$ cat src/common/core_params.svh
`ifndef CORE_PARAMS_SVH
`define CORE_PARAMS_SVH

// core sizing shared by the package and the rtl

`define XLEN     32            // data and address width

`define NUM_REGS 32            // integer registers x0..x31

`define RESET_PC 32'h0000_0000 // first fetch address after reset

`endif

$ cat src/common/rvPkg.sv
`include "core_params.svh"

package rvPkg;

    typedef logic [`XLEN-1:0]              word_t;      // data or address word
    typedef logic [$clog2(`NUM_REGS)-1:0]  regAddr_t;   // rs1 rs2 rd index
    typedef logic [6:0]                    opcode_t;    // instr[6:0]
    typedef logic [2:0]                    funct3_t;    // instr[14:12]
    typedef logic [2:0]                    aluOp_t;     // instruction class
    typedef logic [3:0]                    aluCtrl_t;   // alu operation
    typedef logic [2:0]                    immSrc_t;    // immediate format
    typedef logic [1:0]                    resultSrc_t; // write back select
    typedef logic [1:0]                    pcSrc_t;     // next pc select

    // decoded control lines, one bundle per instruction
    typedef struct packed {
        logic       regWrite;  // rd gets the result
        logic       memWrite;  // store strobe
        logic       aluSrc;    // alu b from immediate
        immSrc_t    immSrc;
        resultSrc_t resultSrc;
        aluOp_t     aluOp;
        logic       isBranch;  // conditional branch
    } ctrl_t;

    localparam opcode_t OP_RTYPE  = 7'b0110011;
    localparam opcode_t OP_ITYPE  = 7'b0010011;
    localparam opcode_t OP_LOAD   = 7'b0000011;
    localparam opcode_t OP_STORE  = 7'b0100011;
    localparam opcode_t OP_BRANCH = 7'b1100011;
    localparam opcode_t OP_JAL    = 7'b1101111;
    localparam opcode_t OP_JALR   = 7'b1100111;
    localparam opcode_t OP_LUI    = 7'b0110111;
    localparam opcode_t OP_AUIPC  = 7'b0010111;

    localparam aluOp_t ALUOP_R      = 3'd0; // jalr reuses ALUOP_I with an add
    localparam aluOp_t ALUOP_I      = 3'd1;
    localparam aluOp_t ALUOP_LOAD   = 3'd2;
    localparam aluOp_t ALUOP_STORE  = 3'd3;
    localparam aluOp_t ALUOP_BRANCH = 3'd4;
    localparam aluOp_t ALUOP_JAL    = 3'd5;
    localparam aluOp_t ALUOP_LUI    = 3'd6;
    localparam aluOp_t ALUOP_AUIPC  = 3'd7;

    localparam aluCtrl_t ALU_ADD   = 4'd0;
    localparam aluCtrl_t ALU_SUB   = 4'd1;
    localparam aluCtrl_t ALU_AND   = 4'd2;
    localparam aluCtrl_t ALU_OR    = 4'd3;
    localparam aluCtrl_t ALU_XOR   = 4'd4;
    localparam aluCtrl_t ALU_SLT   = 4'd5;
    localparam aluCtrl_t ALU_SLTU  = 4'd6;
    localparam aluCtrl_t ALU_SLL   = 4'd7;
    localparam aluCtrl_t ALU_SRL   = 4'd8;
    localparam aluCtrl_t ALU_SRA   = 4'd9;
    localparam aluCtrl_t ALU_PASSB = 4'd10; // lui

    localparam immSrc_t IMM_I = 3'd0;
    localparam immSrc_t IMM_S = 3'd1;
    localparam immSrc_t IMM_B = 3'd2;
    localparam immSrc_t IMM_U = 3'd3;
    localparam immSrc_t IMM_J = 3'd4;

    localparam resultSrc_t RES_ALU   = 2'd0;
    localparam resultSrc_t RES_MEM   = 2'd1;
    localparam resultSrc_t RES_PC4   = 2'd2; // link address
    localparam resultSrc_t RES_PCIMM = 2'd3; // auipc

    localparam pcSrc_t PC_PLUS4 = 2'd0;
    localparam pcSrc_t PC_IMM   = 2'd1; // taken branch or jal
    localparam pcSrc_t PC_ALU   = 2'd3; // jalr target

endpackage

$ cat src/source/controlUnit.sv
`timescale 1ns/10ps

module controlUnit (
    input  rvPkg::opcode_t opcode,       // instr[6:0]
    input  rvPkg::funct3_t funct3,       // branch condition
    input  logic           ZeroFlag,     // alu operands equal
    input  logic           NegativeFlag, // alu less than
    output rvPkg::ctrl_t   ctrl,
    output rvPkg::pcSrc_t  PCSrc
);
    import rvPkg::*;

    logic branchTaken; // condition met for this funct3
    logic isJal;
    logic isJalr;

    always_comb begin
        ctrl = '0; // unknown opcodes leave every write off
        case (opcode)
            OP_RTYPE: begin
                ctrl.regWrite  = 1'b1;
                ctrl.aluOp     = ALUOP_R;    // both operands from registers
            end
            OP_ITYPE: begin
                ctrl.regWrite  = 1'b1;
                ctrl.aluSrc    = 1'b1;
                ctrl.immSrc    = IMM_I;
                ctrl.aluOp     = ALUOP_I;
            end
            OP_LOAD: begin
                ctrl.regWrite  = 1'b1;
                ctrl.aluSrc    = 1'b1;       // rs1 + offset
                ctrl.immSrc    = IMM_I;
                ctrl.resultSrc = RES_MEM;
                ctrl.aluOp     = ALUOP_LOAD;
            end
            OP_STORE: begin
                ctrl.memWrite  = 1'b1;       // no rd for stores
                ctrl.aluSrc    = 1'b1;
                ctrl.immSrc    = IMM_S;
                ctrl.aluOp     = ALUOP_STORE;
            end
            OP_BRANCH: begin
                ctrl.isBranch  = 1'b1;       // alu compares rs1 with rs2
                ctrl.immSrc    = IMM_B;
                ctrl.aluOp     = ALUOP_BRANCH;
            end
            OP_JAL: begin
                ctrl.regWrite  = 1'b1;
                ctrl.aluSrc    = 1'b1;
                ctrl.immSrc    = IMM_J;
                ctrl.resultSrc = RES_PC4;    // link
                ctrl.aluOp     = ALUOP_JAL;
            end
            OP_JALR: begin
                ctrl.regWrite  = 1'b1;
                ctrl.aluSrc    = 1'b1;       // rs1 + offset is the target
                ctrl.immSrc    = IMM_I;
                ctrl.resultSrc = RES_PC4;
                ctrl.aluOp     = ALUOP_I;    // funct3 000 gives add
            end
            OP_LUI: begin
                ctrl.regWrite  = 1'b1;
                ctrl.aluSrc    = 1'b1;
                ctrl.immSrc    = IMM_U;
                ctrl.aluOp     = ALUOP_LUI;  // imm passes through
            end
            OP_AUIPC: begin
                ctrl.regWrite  = 1'b1;
                ctrl.aluSrc    = 1'b1;
                ctrl.immSrc    = IMM_U;
                ctrl.resultSrc = RES_PCIMM;  // pc + imm from the core adder
                ctrl.aluOp     = ALUOP_AUIPC;
            end
            default: ctrl = '0;
        endcase
    end

    // flags come back from the alu in the same cycle
    always_comb begin
        case (funct3)
            3'b000:         branchTaken = ZeroFlag;      // beq
            3'b001:         branchTaken = ~ZeroFlag;     // bne
            3'b100, 3'b110: branchTaken = NegativeFlag;  // blt bltu
            3'b101, 3'b111: branchTaken = ~NegativeFlag; // bge bgeu
            default:        branchTaken = 1'b0;          // reserved encodings
        endcase
    end

    assign isJal  = (opcode == OP_JAL);
    assign isJalr = (opcode == OP_JALR);

    always_comb begin
        if (isJalr) begin
            PCSrc = PC_ALU;
        end else if (isJal || (ctrl.isBranch && branchTaken)) begin
            PCSrc = PC_IMM;
        end else begin
            PCSrc = PC_PLUS4;
        end
    end

    always_comb begin
        noWriteClash: assert final (!(ctrl.memWrite && ctrl.regWrite))
            else $error("memWrite and regWrite both set for opcode %b", opcode);
    end

endmodule

$ cat src/source/aluDecoder.sv
`timescale 1ns/10ps

module aluDecoder (
    input  rvPkg::aluOp_t   aluOp,    // instruction class
    input  rvPkg::funct3_t  funct3,
    input  logic            funct7b5, // instr[30]
    output rvPkg::aluCtrl_t aluCtrl
);
    import rvPkg::*;

    logic isRType;

    assign isRType = (aluOp == ALUOP_R);

    always_comb begin
        case (aluOp)
            ALUOP_R, ALUOP_I: begin
                case (funct3)
                    3'b000:  aluCtrl = (isRType && funct7b5) ? ALU_SUB : ALU_ADD; // no subi
                    3'b001:  aluCtrl = ALU_SLL;
                    3'b010:  aluCtrl = ALU_SLT;
                    3'b011:  aluCtrl = ALU_SLTU;
                    3'b100:  aluCtrl = ALU_XOR;
                    3'b101:  aluCtrl = funct7b5 ? ALU_SRA : ALU_SRL; // srai sets bit 30 too
                    3'b110:  aluCtrl = ALU_OR;
                    default: aluCtrl = ALU_AND;
                endcase
            end
            ALUOP_BRANCH: begin
                case (funct3)
                    3'b000, 3'b001: aluCtrl = ALU_SUB;  // equality via ZeroFlag
                    3'b110, 3'b111: aluCtrl = ALU_SLTU; // unsigned compare
                    default:        aluCtrl = ALU_SLT;  // blt bge
                endcase
            end
            ALUOP_LUI: aluCtrl = ALU_PASSB;
            ALUOP_LOAD, ALUOP_STORE, ALUOP_JAL, ALUOP_AUIPC: begin
                aluCtrl = ALU_ADD; // address or unused sum
            end
            default: aluCtrl = ALU_ADD;
        endcase
    end

endmodule

$ cat src/source/alu.sv
`timescale 1ns/10ps

module alu (
    input  rvPkg::word_t    a,            // rs1
    input  rvPkg::word_t    b,            // rs2 or immediate
    input  rvPkg::aluCtrl_t aluCtrl,
    output rvPkg::word_t    result,
    output logic            ZeroFlag,     // a == b
    output logic            NegativeFlag  // a < b, signedness from aluCtrl
);
    import rvPkg::*;

    logic       signedLess;
    logic       unsignedLess;
    logic [4:0] shamt; // low five bits only on rv32

    assign signedLess   = ($signed(a) < $signed(b));
    assign unsignedLess = (a < b);
    assign shamt        = b[4:0];

    always_comb begin
        case (aluCtrl)
            ALU_ADD:   result = a + b;
            ALU_SUB:   result = a - b;
            ALU_AND:   result = a & b;
            ALU_OR:    result = a | b;
            ALU_XOR:   result = a ^ b;
            ALU_SLT:   result = word_t'(signedLess);
            ALU_SLTU:  result = word_t'(unsignedLess);
            ALU_SLL:   result = a << shamt;
            ALU_SRL:   result = a >> shamt;
            ALU_SRA:   result = word_t'($signed(a) >>> shamt); // sign fill
            ALU_PASSB: result = b;
            default:   result = '0;
        endcase
    end

    assign ZeroFlag = (a == b);

    // bltu and bgeu run sltu, all other compares are signed
    assign NegativeFlag = (aluCtrl == ALU_SLTU) ? unsignedLess : signedLess;

endmodule

$ cat src/source/regFile.sv
`timescale 1ns/10ps
`include "core_params.svh"

module regFile (
    input  logic           clk,
    input  logic           rst,
    input  rvPkg::regAddr_t readAddr1,   // rs1
    input  rvPkg::regAddr_t readAddr2,   // rs2
    input  rvPkg::regAddr_t writeAddr,   // rd
    input  logic           writeEnable,
    input  rvPkg::word_t    writeValue,
    output rvPkg::word_t    readData1,
    output rvPkg::word_t    readData2
);
    import rvPkg::*;

    word_t regs [`NUM_REGS];

    always_ff @(posedge clk) begin
        if (rst) begin
            for (int i = 0; i < `NUM_REGS; i++) begin
                regs[i] <= '0;
            end
        end else if (writeEnable && (writeAddr != '0)) begin
            regs[writeAddr] <= writeValue; // x0 writes dropped here
        end
    end

    assign readData1 = regs[readAddr1]; // combinational read
    assign readData2 = regs[readAddr2];

    x0ReadsZero: assert property (
        @(posedge clk) disable iff (rst)
        ((readAddr1 != '0) || (readData1 == '0)) &&
        ((readAddr2 != '0) || (readData2 == '0))
    ) else $error("x0 read back nonzero");

endmodule

$ cat src/source/immExtend.sv
`timescale 1ns/10ps

module immExtend (
    input  rvPkg::word_t   instr,
    input  rvPkg::immSrc_t immSrc, // format from the control unit
    output rvPkg::word_t   imm
);
    import rvPkg::*;

    logic sign;

    assign sign = instr[31]; // every format signs from bit 31

    always_comb begin
        case (immSrc)
            IMM_I: imm = {{20{sign}}, instr[31:20]};
            IMM_S: imm = {{20{sign}}, instr[31:25], instr[11:7]};
            IMM_B: begin
                imm = {{20{sign}}, instr[7], instr[30:25], instr[11:8], 1'b0}; // even offset
            end
            IMM_U: imm = {instr[31:12], 12'b0};
            IMM_J: begin
                imm = {{12{sign}}, instr[19:12], instr[20], instr[30:21], 1'b0};
            end
            default: imm = '0;
        endcase
    end

endmodule

$ cat src/source/riscvCore.sv
`timescale 1ns/10ps
`include "core_params.svh"

module riscvCore (
    input  logic         clk,
    input  logic         rst,
    output rvPkg::word_t instrAddr, // fetch address, the pc
    input  rvPkg::word_t instr,     // combinational fetch data
    output rvPkg::word_t dataAddr,
    output rvPkg::word_t writeData,
    output logic         dataWrite, // one cycle store strobe
    input  rvPkg::word_t readData   // combinational load data
);
    import rvPkg::*;

    word_t    pc;
    word_t    pcNext;
    word_t    pcPlus4;
    word_t    pcTarget;  // pc + imm for branch jal auipc
    word_t    imm;
    word_t    rs1Data;
    word_t    rs2Data;
    word_t    srcB;
    word_t    aluResult;
    word_t    result;    // write back value
    ctrl_t    ctrl;
    pcSrc_t   pcSrc;
    aluCtrl_t aluCtrl;
    logic     zeroFlag;
    logic     negativeFlag;

    always_ff @(posedge clk) begin
        if (rst) begin
            pc <= `RESET_PC;
        end else begin
            pc <= pcNext; // one instruction per clock
        end
    end

    assign pcPlus4  = pc + word_t'(4);
    assign pcTarget = pc + imm;

    always_comb begin
        case (pcSrc)
            PC_IMM:  pcNext = pcTarget;
            PC_ALU:  pcNext = {aluResult[$bits(word_t)-1:1], 1'b0}; // jalr clears bit 0
            default: pcNext = pcPlus4;
        endcase
    end

    controlUnit i_controlUnit (
        .opcode       (instr[6:0]),
        .funct3       (instr[14:12]),
        .ZeroFlag     (zeroFlag),
        .NegativeFlag (negativeFlag),
        .ctrl         (ctrl),
        .PCSrc        (pcSrc)
    );

    regFile i_regFile (
        .clk         (clk),
        .rst         (rst),
        .readAddr1   (instr[19:15]),
        .readAddr2   (instr[24:20]),
        .writeAddr   (instr[11:7]),
        .writeEnable (ctrl.regWrite),
        .writeValue  (result),
        .readData1   (rs1Data),
        .readData2   (rs2Data)
    );

    immExtend i_immExtend (
        .instr  (instr),
        .immSrc (ctrl.immSrc),
        .imm    (imm)
    );

    aluDecoder i_aluDecoder (
        .aluOp    (ctrl.aluOp),
        .funct3   (instr[14:12]),
        .funct7b5 (instr[30]),
        .aluCtrl  (aluCtrl)
    );

    assign srcB = ctrl.aluSrc ? imm : rs2Data;

    alu i_alu (
        .a            (rs1Data),
        .b            (srcB),
        .aluCtrl      (aluCtrl),
        .result       (aluResult),
        .ZeroFlag     (zeroFlag),
        .NegativeFlag (negativeFlag)
    );

    always_comb begin
        case (ctrl.resultSrc)
            RES_ALU:   result = aluResult;
            RES_MEM:   result = readData;
            RES_PC4:   result = pcPlus4;   // jal jalr link
            RES_PCIMM: result = pcTarget;  // auipc
            default:   result = aluResult;
        endcase
    end

    assign instrAddr = pc;
    assign dataAddr  = aluResult;       // rs1 + offset
    assign writeData = rs2Data;
    assign dataWrite = ctrl.memWrite & ~rst; // no stores while in reset

    pcAligned: assert property (
        @(posedge clk) disable iff (rst) (pc[1:0] == 2'b00)
    ) else $error("pc %h not word aligned", pc);

endmodule

$ cat config.mk
export PLATFORM = sky130hd
export DESIGN_NAME = riscvCore
export DESIGN_NICKNAME = d
export VERILOG_FILES = /design/src/common/rvPkg.sv /design/src/source/controlUnit.sv /design/src/source/aluDecoder.sv /design/src/source/alu.sv /design/src/source/regFile.sv /design/src/source/immExtend.sv /design/src/source/riscvCore.sv
export VERILOG_INCLUDE_DIRS = /design/src /design/src/common
export SDC_FILE = /design/constraint.sdc
export NUM_CORES = 2
export LEC_CHECK = 0
export BUFFER_PORTS_ARGS = -buffer_cell sky130_fd_sc_hd__clkbuf_2
export CAP_MARGIN = 25
export CELL_PAD_IN_SITES_DETAIL_PLACEMENT = 1
export CELL_PAD_IN_SITES_GLOBAL_PLACEMENT = 2
export CORE_MARGIN = 3
export CORE_UTILIZATION = 44
export DETAILED_ROUTE_END_ITERATION = 8
export PLACE_DENSITY_LB_ADDON = 0.1
export SLEW_MARGIN = 20
export SYNTH_ARGS = -nofsm -noshare
export SYNTH_HDL_FRONTEND = slang
export SYNTH_SLANG_ARGS = --single-unit
$ cat constraint.sdc
create_clock -name clk -period 19.07 [get_ports clk]
set_input_delay 5.721 -clock clk [delete_from_list [all_inputs] [get_ports clk]]
set_output_delay 5.721 -clock clk [all_outputs]
set_load 0.03 [all_outputs]
Word-level counts from Yosys, hierarchy flattened. Memories as Yosys holds them, arrays and structs flattened. Cells that the tools add are included. W data, S select, Z words.

Add/sub/neg operators: 4. Magnitude comparators: 2. Eq/ne operators: 43. Shift-type cells: 3. Muxes and demuxes: 29. Bitwise logic cells: 7. Reduce and logical (&&, ||, !) cells: 22.

Operator list (number): $pmux W32 S11 (1); $pmux W32 S5 (1); $pmux W32 S4 (1); $add A32 B32 Y32 (2); $lt A32 B32 Y1 (2); $mux W32 (2); $pmux W32 S2 (1); $add A32 B3 Y32 const B (1); $and A32 B32 Y32 (1); $eq A32 B32 Y1 (1); $or A32 B32 Y32 (1); $reduce_or A32 Y1 (1); $shl A32 B5 Y32 (1); $shr A32 B5 Y32 (1); $sshr A32 B5 Y32 (1); $sub A32 B32 Y32 (1); $xor A32 B32 Y32 (1); $pmux W4 S7 (1); $eq A3 B3 Y1 const B (9); $eq A7 B6 Y1 const B (3); $eq A7 B7 Y1 const B (3); $pmux W3 S7 (1); $eq A3 B2 Y1 const B (6); $eq A4 B3 Y1 const B (4); other kinds (27) (63).

Register bits: 32. Bits in writable memories: 1024. Bits of input ports: 66. Output and inout bits: 97. Word-level logic and storage cells: 112. Memories: 1.

Memory list: i_regFile.regs (depth 32, bits a word 32, rd ports 2, clocked after Yosys merged registers in 0, write ports 32, RTL line regFile.sv:17) `` word_t regs [`NUM_REGS]; ``.

Logic depth before layout (Yosys ltp).
Depth in word-level cells: 18. Mapped depth: 29. Depth with buffers taken out: 20.

Cells and area by module. A second synthesis with hierarchy kept.

Cell total of the unflattened synthesis: 6715. Area, all modules: 70392.5 um^2.

Modules (own cells, without submodules): regFile (times used 1, cells each 4605, area each 55888.6 um^2, seq. area each 30749.5 um^2); alu (times used 1, cells each 1365, area each 8760.9 um^2, seq. area each 0.0 um^2); riscvCore (times used 1, cells each 582, area each 4764.6 um^2, seq. area each 640.6 um^2); immExtend (times used 1, cells each 94, area each 540.5 um^2, seq. area each 0.0 um^2); controlUnit (times used 1, cells each 44, area each 282.8 um^2, seq. area each 0.0 um^2); aluDecoder (times used 1, cells each 25, area each 155.1 um^2, seq. area each 0.0 um^2).

Worst setup path before layout. No wires, ideal clock.

Path type: in2out. From: in instr[21]. To: out dataAddr[14]. Arrival: 12298 ps. Data required time: 13349 ps. Path slack: 1051 ps. Stages on the path: 25. Buffers on the path: 10. Path through: buf_2 -> buf_4 -> buf_2 -> buf_2 -> buf_2 -> buf_2 -> clkbuf_1 -> buf_1 -> clkbuf_1 -> mux4_2 -> mux4_2 -> mux2_2 -> o21a_1 -> ha_1 -> clkbuf_1 -> or3_1 -> or4_1 -> a21oi_1 -> o31ai_1 -> a21oi_1 -> o31ai_1 -> xnor2_1 -> a2111oi_0 -> o31ai_1 -> or2_2.

Word-level cells in the longest chain between the ends: 4. Elaborated cells on any way between the ends: 12. Those cells by class: add/sub: 2; shift: 3; mux: 3; bitwise: 3; memory: 1.

RTL lines: from (decl) (RTL line riscvCore.sv:8) `input rvPkg::word_t instr,`; $mem_v2 Z32 W32 (*); named net writeData[10] (RTL line riscvCore.sv:10) `output rvPkg::word_t writeData,`; $mux W32 (*) (RTL line riscvCore.sv:85) `assign srcB = ctrl.aluSrc ? imm : rs2Data;`; $sub A32 B32 Y32 / $add A32 B32 Y32 (equally long branches) (RTL line alu.sv:24, alu.sv:23); $pmux W32 S11 (*) (RTL line alu.sv:22) `case (aluCtrl)`; to (decl) (RTL line riscvCore.sv:9) `output rvPkg::word_t dataAddr,`.

The timed path passes the listed nets; every way through them passes the cells marked *.

Worst setup path after layout.
From: in instr[15]. To: out dataAddr[14].

Word-level cells in the longest chain between the ends: 3. Elaborated cells on any way between the ends: 10. Those cells by class: add/sub: 2; shift: 3; mux: 1; bitwise: 3; memory: 1.

RTL lines: $mem_v2 Z32 W32 (*); $sub A32 B32 Y32 (tied with other cells) (RTL line alu.sv:24) `ALU_SUB: result = a - b;`; $pmux W32 S11 (*) (RTL line alu.sv:22).

Mark *: on every way between the ends. The rest lies on a longest branch, timed or not.

==> summary.md <==
Routability-driven placement finished with a final weighted congestion of 1.036. The classification of the worst-slack hold path is flip-flop to flip-flop. Counting the fill cells in the layout gives 15.88k. Clock tree synthesis selected as its root buffer the cell sky130_fd_sc_hd__clkbuf_16. The transition time of the tightest slew-check pin was 1.208 ns. For met2 alone, demand over resource in global routing was 66.65%. Required arrival time at the worst endpoint: 13.35 ns.

The tool flagged a number of max-cap violations equal to 0. Area used by sequential logic in the layout: 31390 sq um. The layer with the highest usage after global routing is met2.

The power density normalized to cell area is 94.22 nW/um^2. The worst-case IR drop observed on VDD is 78.74 uV. Per report_power, the sequential group accounts for 37.7% of the total.

The number of antenna violations at the first check in global routing was 12; the share of Yosys cell area claimed by the top area cell type was 45.79%. Yosys mapped a number of flops with a built-in enable equal to 1024. The unique cell type count in the Yosys netlist is 110, and the leftover overflow at the end of global routing is 0.

TritonCTS built the clock tree. For this run, the post-layout net count is 6276. After detailed routing, the total wire length is 345.5 mm. Combinational logic is responsible for 29.9% of the overall power. The run finished with clean final reports.

For this configuration, the core starts out at a cell density of 44.57%. Dividing the detail-routed wire length by the instance count gives 42.14 microns. In this run the remaining antenna-violating nets after routing total 0.

The fraction of final layout cells sized beyond drive strength 1 came out at 20.27%. The worst setup path is of the input pin to primary output kind. The multi-input combinational cells in the finished layout cover a total of 33440 sq um. The reported net switching power was 2.590 mW; the largest driver fanout on the critical path was 15. Net switching is 36.56% of the power. After routing the design area is 75180 sq um. The share of synthesized flip-flops with an asynchronous set or reset works out to 0%. During placement, the flow inserted port buffers numbering 162.

Cell internal power was estimated by the tool at 4.493 mW. The logs give 53.10% for the global routing met1 resource utilization and 150700 sq um for the placeable core region. Headroom to the max-slew limit came out at 19.22%.

Adding up every negative setup slack in the final design gives 0 ns. The tools report the startpoint of the most critical setup path as instr[15]. The biggest area contributor in the post-synthesis netlist is sky130_fd_sc_hd__edfxtp_1. The first routing iteration left 7829 violations.

The number of gates resized after CTS was 0. The run gives 32.4% as the clock network power share. The aggregate global-route resource usage was 43.17%. The overall die width came out at 396.7 microns. The first global-routing pass estimated 472.2 mm of wire.

The clock buffer count from CTS was 115. Compared with the post-synthesis result, the final layout area differs by 11.96%. The count of TritonRoute iterations in the first routing pass came out at 6. Counting every instance in the synthesized netlist gives 6006.

The via count of the first global-routing pass was 57.92k. The tools report the type of element capturing the critical path as a primary output. Dividing the detail-routed via count by the number of cells gives 7.064. After synthesis the cells add up to 67150 sq um.

The cell count of the worst reg-to-reg path was 17. For this design the top-level I/O count stands at 163. For the final database, setup skew stands at 0.06902 ns. Summed over all cells, the static leakage comes to 27.92 nW. The H-tree was split into 3 levels. Counting every sink on the clock net gives 1056. The run gives 157300 sq um as the die area.

The tools report the reg-to-reg endpoint as i_regFile.regs[11][28]. After detailed placement, the total cell area comes to 71350 sq um. The share of the clock period used by the worst path after layout works out to 97.27%. The maximum number of pins on one net before global-route repair came out at 63.

Setup repair after global routing left no endpoint under its margin. During synthesis, Yosys emitted a total of 0 warnings. The clock reaches the later pin of the worst-skew pair after 0.78 ns.

Each instance of the synthesized netlist takes up on average 11.18 sq um. Clock-pin slew was measured on the worst setup and hold paths at 0.06 ns. The critical path ends at dataAddr[14].

The final critical path time including I/O delays and setup is 18.55 ns. The number of synthesized register bits was 1056. At the worst endpoint, the arrival time is 12.83 ns. The run gives 57.92k as the total number of vias.

Sorting the synthesized cells by area gives the leading types as sky130_fd_sc_hd__edfxtp_1, sky130_fd_sc_hd__mux4_2, sky130_fd_sc_hd__mux2i_1, sky130_fd_sc_hd__nor2_1, sky130_fd_sc_hd__a22oi_1. Setup violations remaining at the end of the flow were counted as 0. For the final count of hold timing violations, the log shows 0. The startpoint type of the worst setup path was an input pin.

For the smallest hold slack, the log shows 0.6271 ns. For flop-to-flop paths, the worst setup slack is 11.99 ns. Buffers inserted to repair hold after CTS numbered 0. The most common flop cell mapped by yosys was sky130_fd_sc_hd__edfxtp_1.

The final number of max-transition violations is 0. After detailed routing, the number of remaining DRC violations is 0. The global routing usage on met3 came out at 9.573%. After floorplanning, the core was divided into 142 placement rows. The origin of the critical flop-to-flop path is i_regFile.regs[18][16]. The die is 396.7 microns tall. For this run, the top clock speed supported by timing is 0.05391 GHz.

For the buffers inserted during post-CTS setup optimization, the log shows 0. The detailed-placement wirelength estimate is 230.3 mm. For this run, the register share of the synthesized area comes to 46.75%. The clock passes through at most 3 buffers.
[layout make-up]
class	instances	area share, %
Clock buffer	136	3.933
Clock inverter	80	1.080
Sequential cell	1056	41.76
Antenna cell	7	0.02330
Tap cell	2016	3.355
Multi-Input combinational cell	4274	44.48
Timing Repair Buffer	482	4.637
Inverter	148	0.7390
[cells in the mapped netlist (51+ instances only)]
master and n:
sky130_fd_sc_hd__nand2_1 304, sky130_fd_sc_hd__ha_1 130, sky130_fd_sc_hd__o21ai_0 123, sky130_fd_sc_hd__o211ai_1 51, sky130_fd_sc_hd__mux2i_1 588, sky130_fd_sc_hd__nand3_1 194
sky130_fd_sc_hd__nor3_1 104, sky130_fd_sc_hd__buf_2 186, sky130_fd_sc_hd__edfxtp_1 1024, sky130_fd_sc_hd__a22oi_1 243, sky130_fd_sc_hd__nor2_1 1071, sky130_fd_sc_hd__mux4_2 338
sky130_fd_sc_hd__clkbuf_1 293, sky130_fd_sc_hd__inv_1 140, sky130_fd_sc_hd__a21oi_1 244, sky130_fd_sc_hd__nand4_1 51
[worst min path at each step]
stage / cells after the start / endpoint / slack [ns] / start
final: 2 / instrAddr[0] / 0.63 / instrAddr[0]
after global routing: 2 / instrAddr[0] / 0.66 / instrAddr[0]
after CTS: 2 / instrAddr[0] / 0.62 / instrAddr[0]
after detailed placement: 2 / instrAddr[0] / 0.61 / instrAddr[0]
after global placement: 2 / instrAddr[0] / 0.60 / instrAddr[0]
after floorplan: 2 / instrAddr[0] / 0.70 / instrAddr[0]
[per-layer routing]
| layer | vias up | share of wire (%) |
|---|---|---|
| met5 | - | 0.060 |
| met1 | 29822 | 35 |
| met4 | 8 | 9.1 |
| met3 | 1147 | 11 |
| li1 | 22891 | - |
| met2 | 4048 | 45 |
[cell families (layout without fill, tap and decap cells)]
logic type	count (synthesis)	in the layout	share of synthesized area, %
AO/OA/AOI/OAI	1098	1098	11.43
AND/OR/NAND/NOR	1956	1956	12.74
flip-flops	1056	1056	46.75
XOR/XNOR	75	75	0.9783
multiplexers	979	979	21.00
buffers and inverters	707	846	4.578
other	1	39	0.005585
adder cells (fa/ha/maj)	134	134	2.527
[placed cells by master (no fill, tap or decap), types with 130 or more instances in the layout]
| cell | n |
|---|---|
| sky130_fd_sc_hd__nand3_1 | 192 |
| sky130_fd_sc_hd__inv_1 | 139 |
| sky130_fd_sc_hd__edfxtp_1 | 1024 |
| sky130_fd_sc_hd__mux4_2 | 338 |
| sky130_fd_sc_hd__nor2_1 | 1064 |
| sky130_fd_sc_hd__mux2i_1 | 586 |
| sky130_fd_sc_hd__a21oi_1 | 242 |
| sky130_fd_sc_hd__ha_1 | 130 |
| sky130_fd_sc_hd__a22oi_1 | 243 |
| sky130_fd_sc_hd__clkbuf_2 | 154 |
| sky130_fd_sc_hd__nand2_1 | 244 |
| sky130_fd_sc_hd__buf_4 | 302 |
[power by group through the flow]
| stage | Clock (mW) | Combinational (mW) | Sequential [mW] |
|---|---|---|---|
| 2_1_floorplan | 0 | 1.19 | 2.70 |
| 3_3_place_gp | 0 | 2.03 | 2.71 |
| 3_5_place_dp | 0 | 2.04 | 2.72 |
| 4_1_cts | 2.30 | 2.04 | 2.67 |
| 5_1_grt | 2.39 | 2.17 | 2.68 |
| 6_report | 2.29 | 2.12 | 2.67 |
[registers in the layout (all words and copies together) (netlist names)]
register,flops
i_regFile.regs,1024
instrAddr,32
[metrics by stage]
stage / std cells / power (mW) / setup slack (ns) / utilization [%]
5_1_grt: 8192 / 7.240 / 0.5278 / 49.88
3_5_place_dp: 7974 / 4.755 / 0.8190 / 47.36
4_1_cts: 8190 / 7.015 / 0.8142 / 49.86
3_3_place_gp: 7968 / 4.744 / 0.8246 / 47.29
6_report: 8199 / 7.083 / 0.5205 / 49.90
2_1_floorplan: 6037 / 3.890 / 1.051 / -
[worst max-delay path: stages]
cell                        delay [ns]
sky130_fd_sc_hd__clkbuf_2         0.70
sky130_fd_sc_hd__nand2_1          0.28
sky130_fd_sc_hd__nor2_4           0.86
sky130_fd_sc_hd__a22oi_1          0.28
sky130_fd_sc_hd__nand4_1          0.55
sky130_fd_sc_hd__ha_1             0.46
sky130_fd_sc_hd__or3_1            0.47
sky130_fd_sc_hd__or4_1            0.53
sky130_fd_sc_hd__a21oi_1          0.36
sky130_fd_sc_hd__o31ai_1          0.15
sky130_fd_sc_hd__a21oi_1          0.19
sky130_fd_sc_hd__o31ai_1          0.10
sky130_fd_sc_hd__xnor2_1          0.16
sky130_fd_sc_hd__a2111oi_0        0.88
sky130_fd_sc_hd__o31ai_1          0.48
sky130_fd_sc_hd__or2_2            0.43
sky130_fd_sc_hd__clkbuf_2         0.19
No activity file was read; power rests on OpenSTA's default activity.
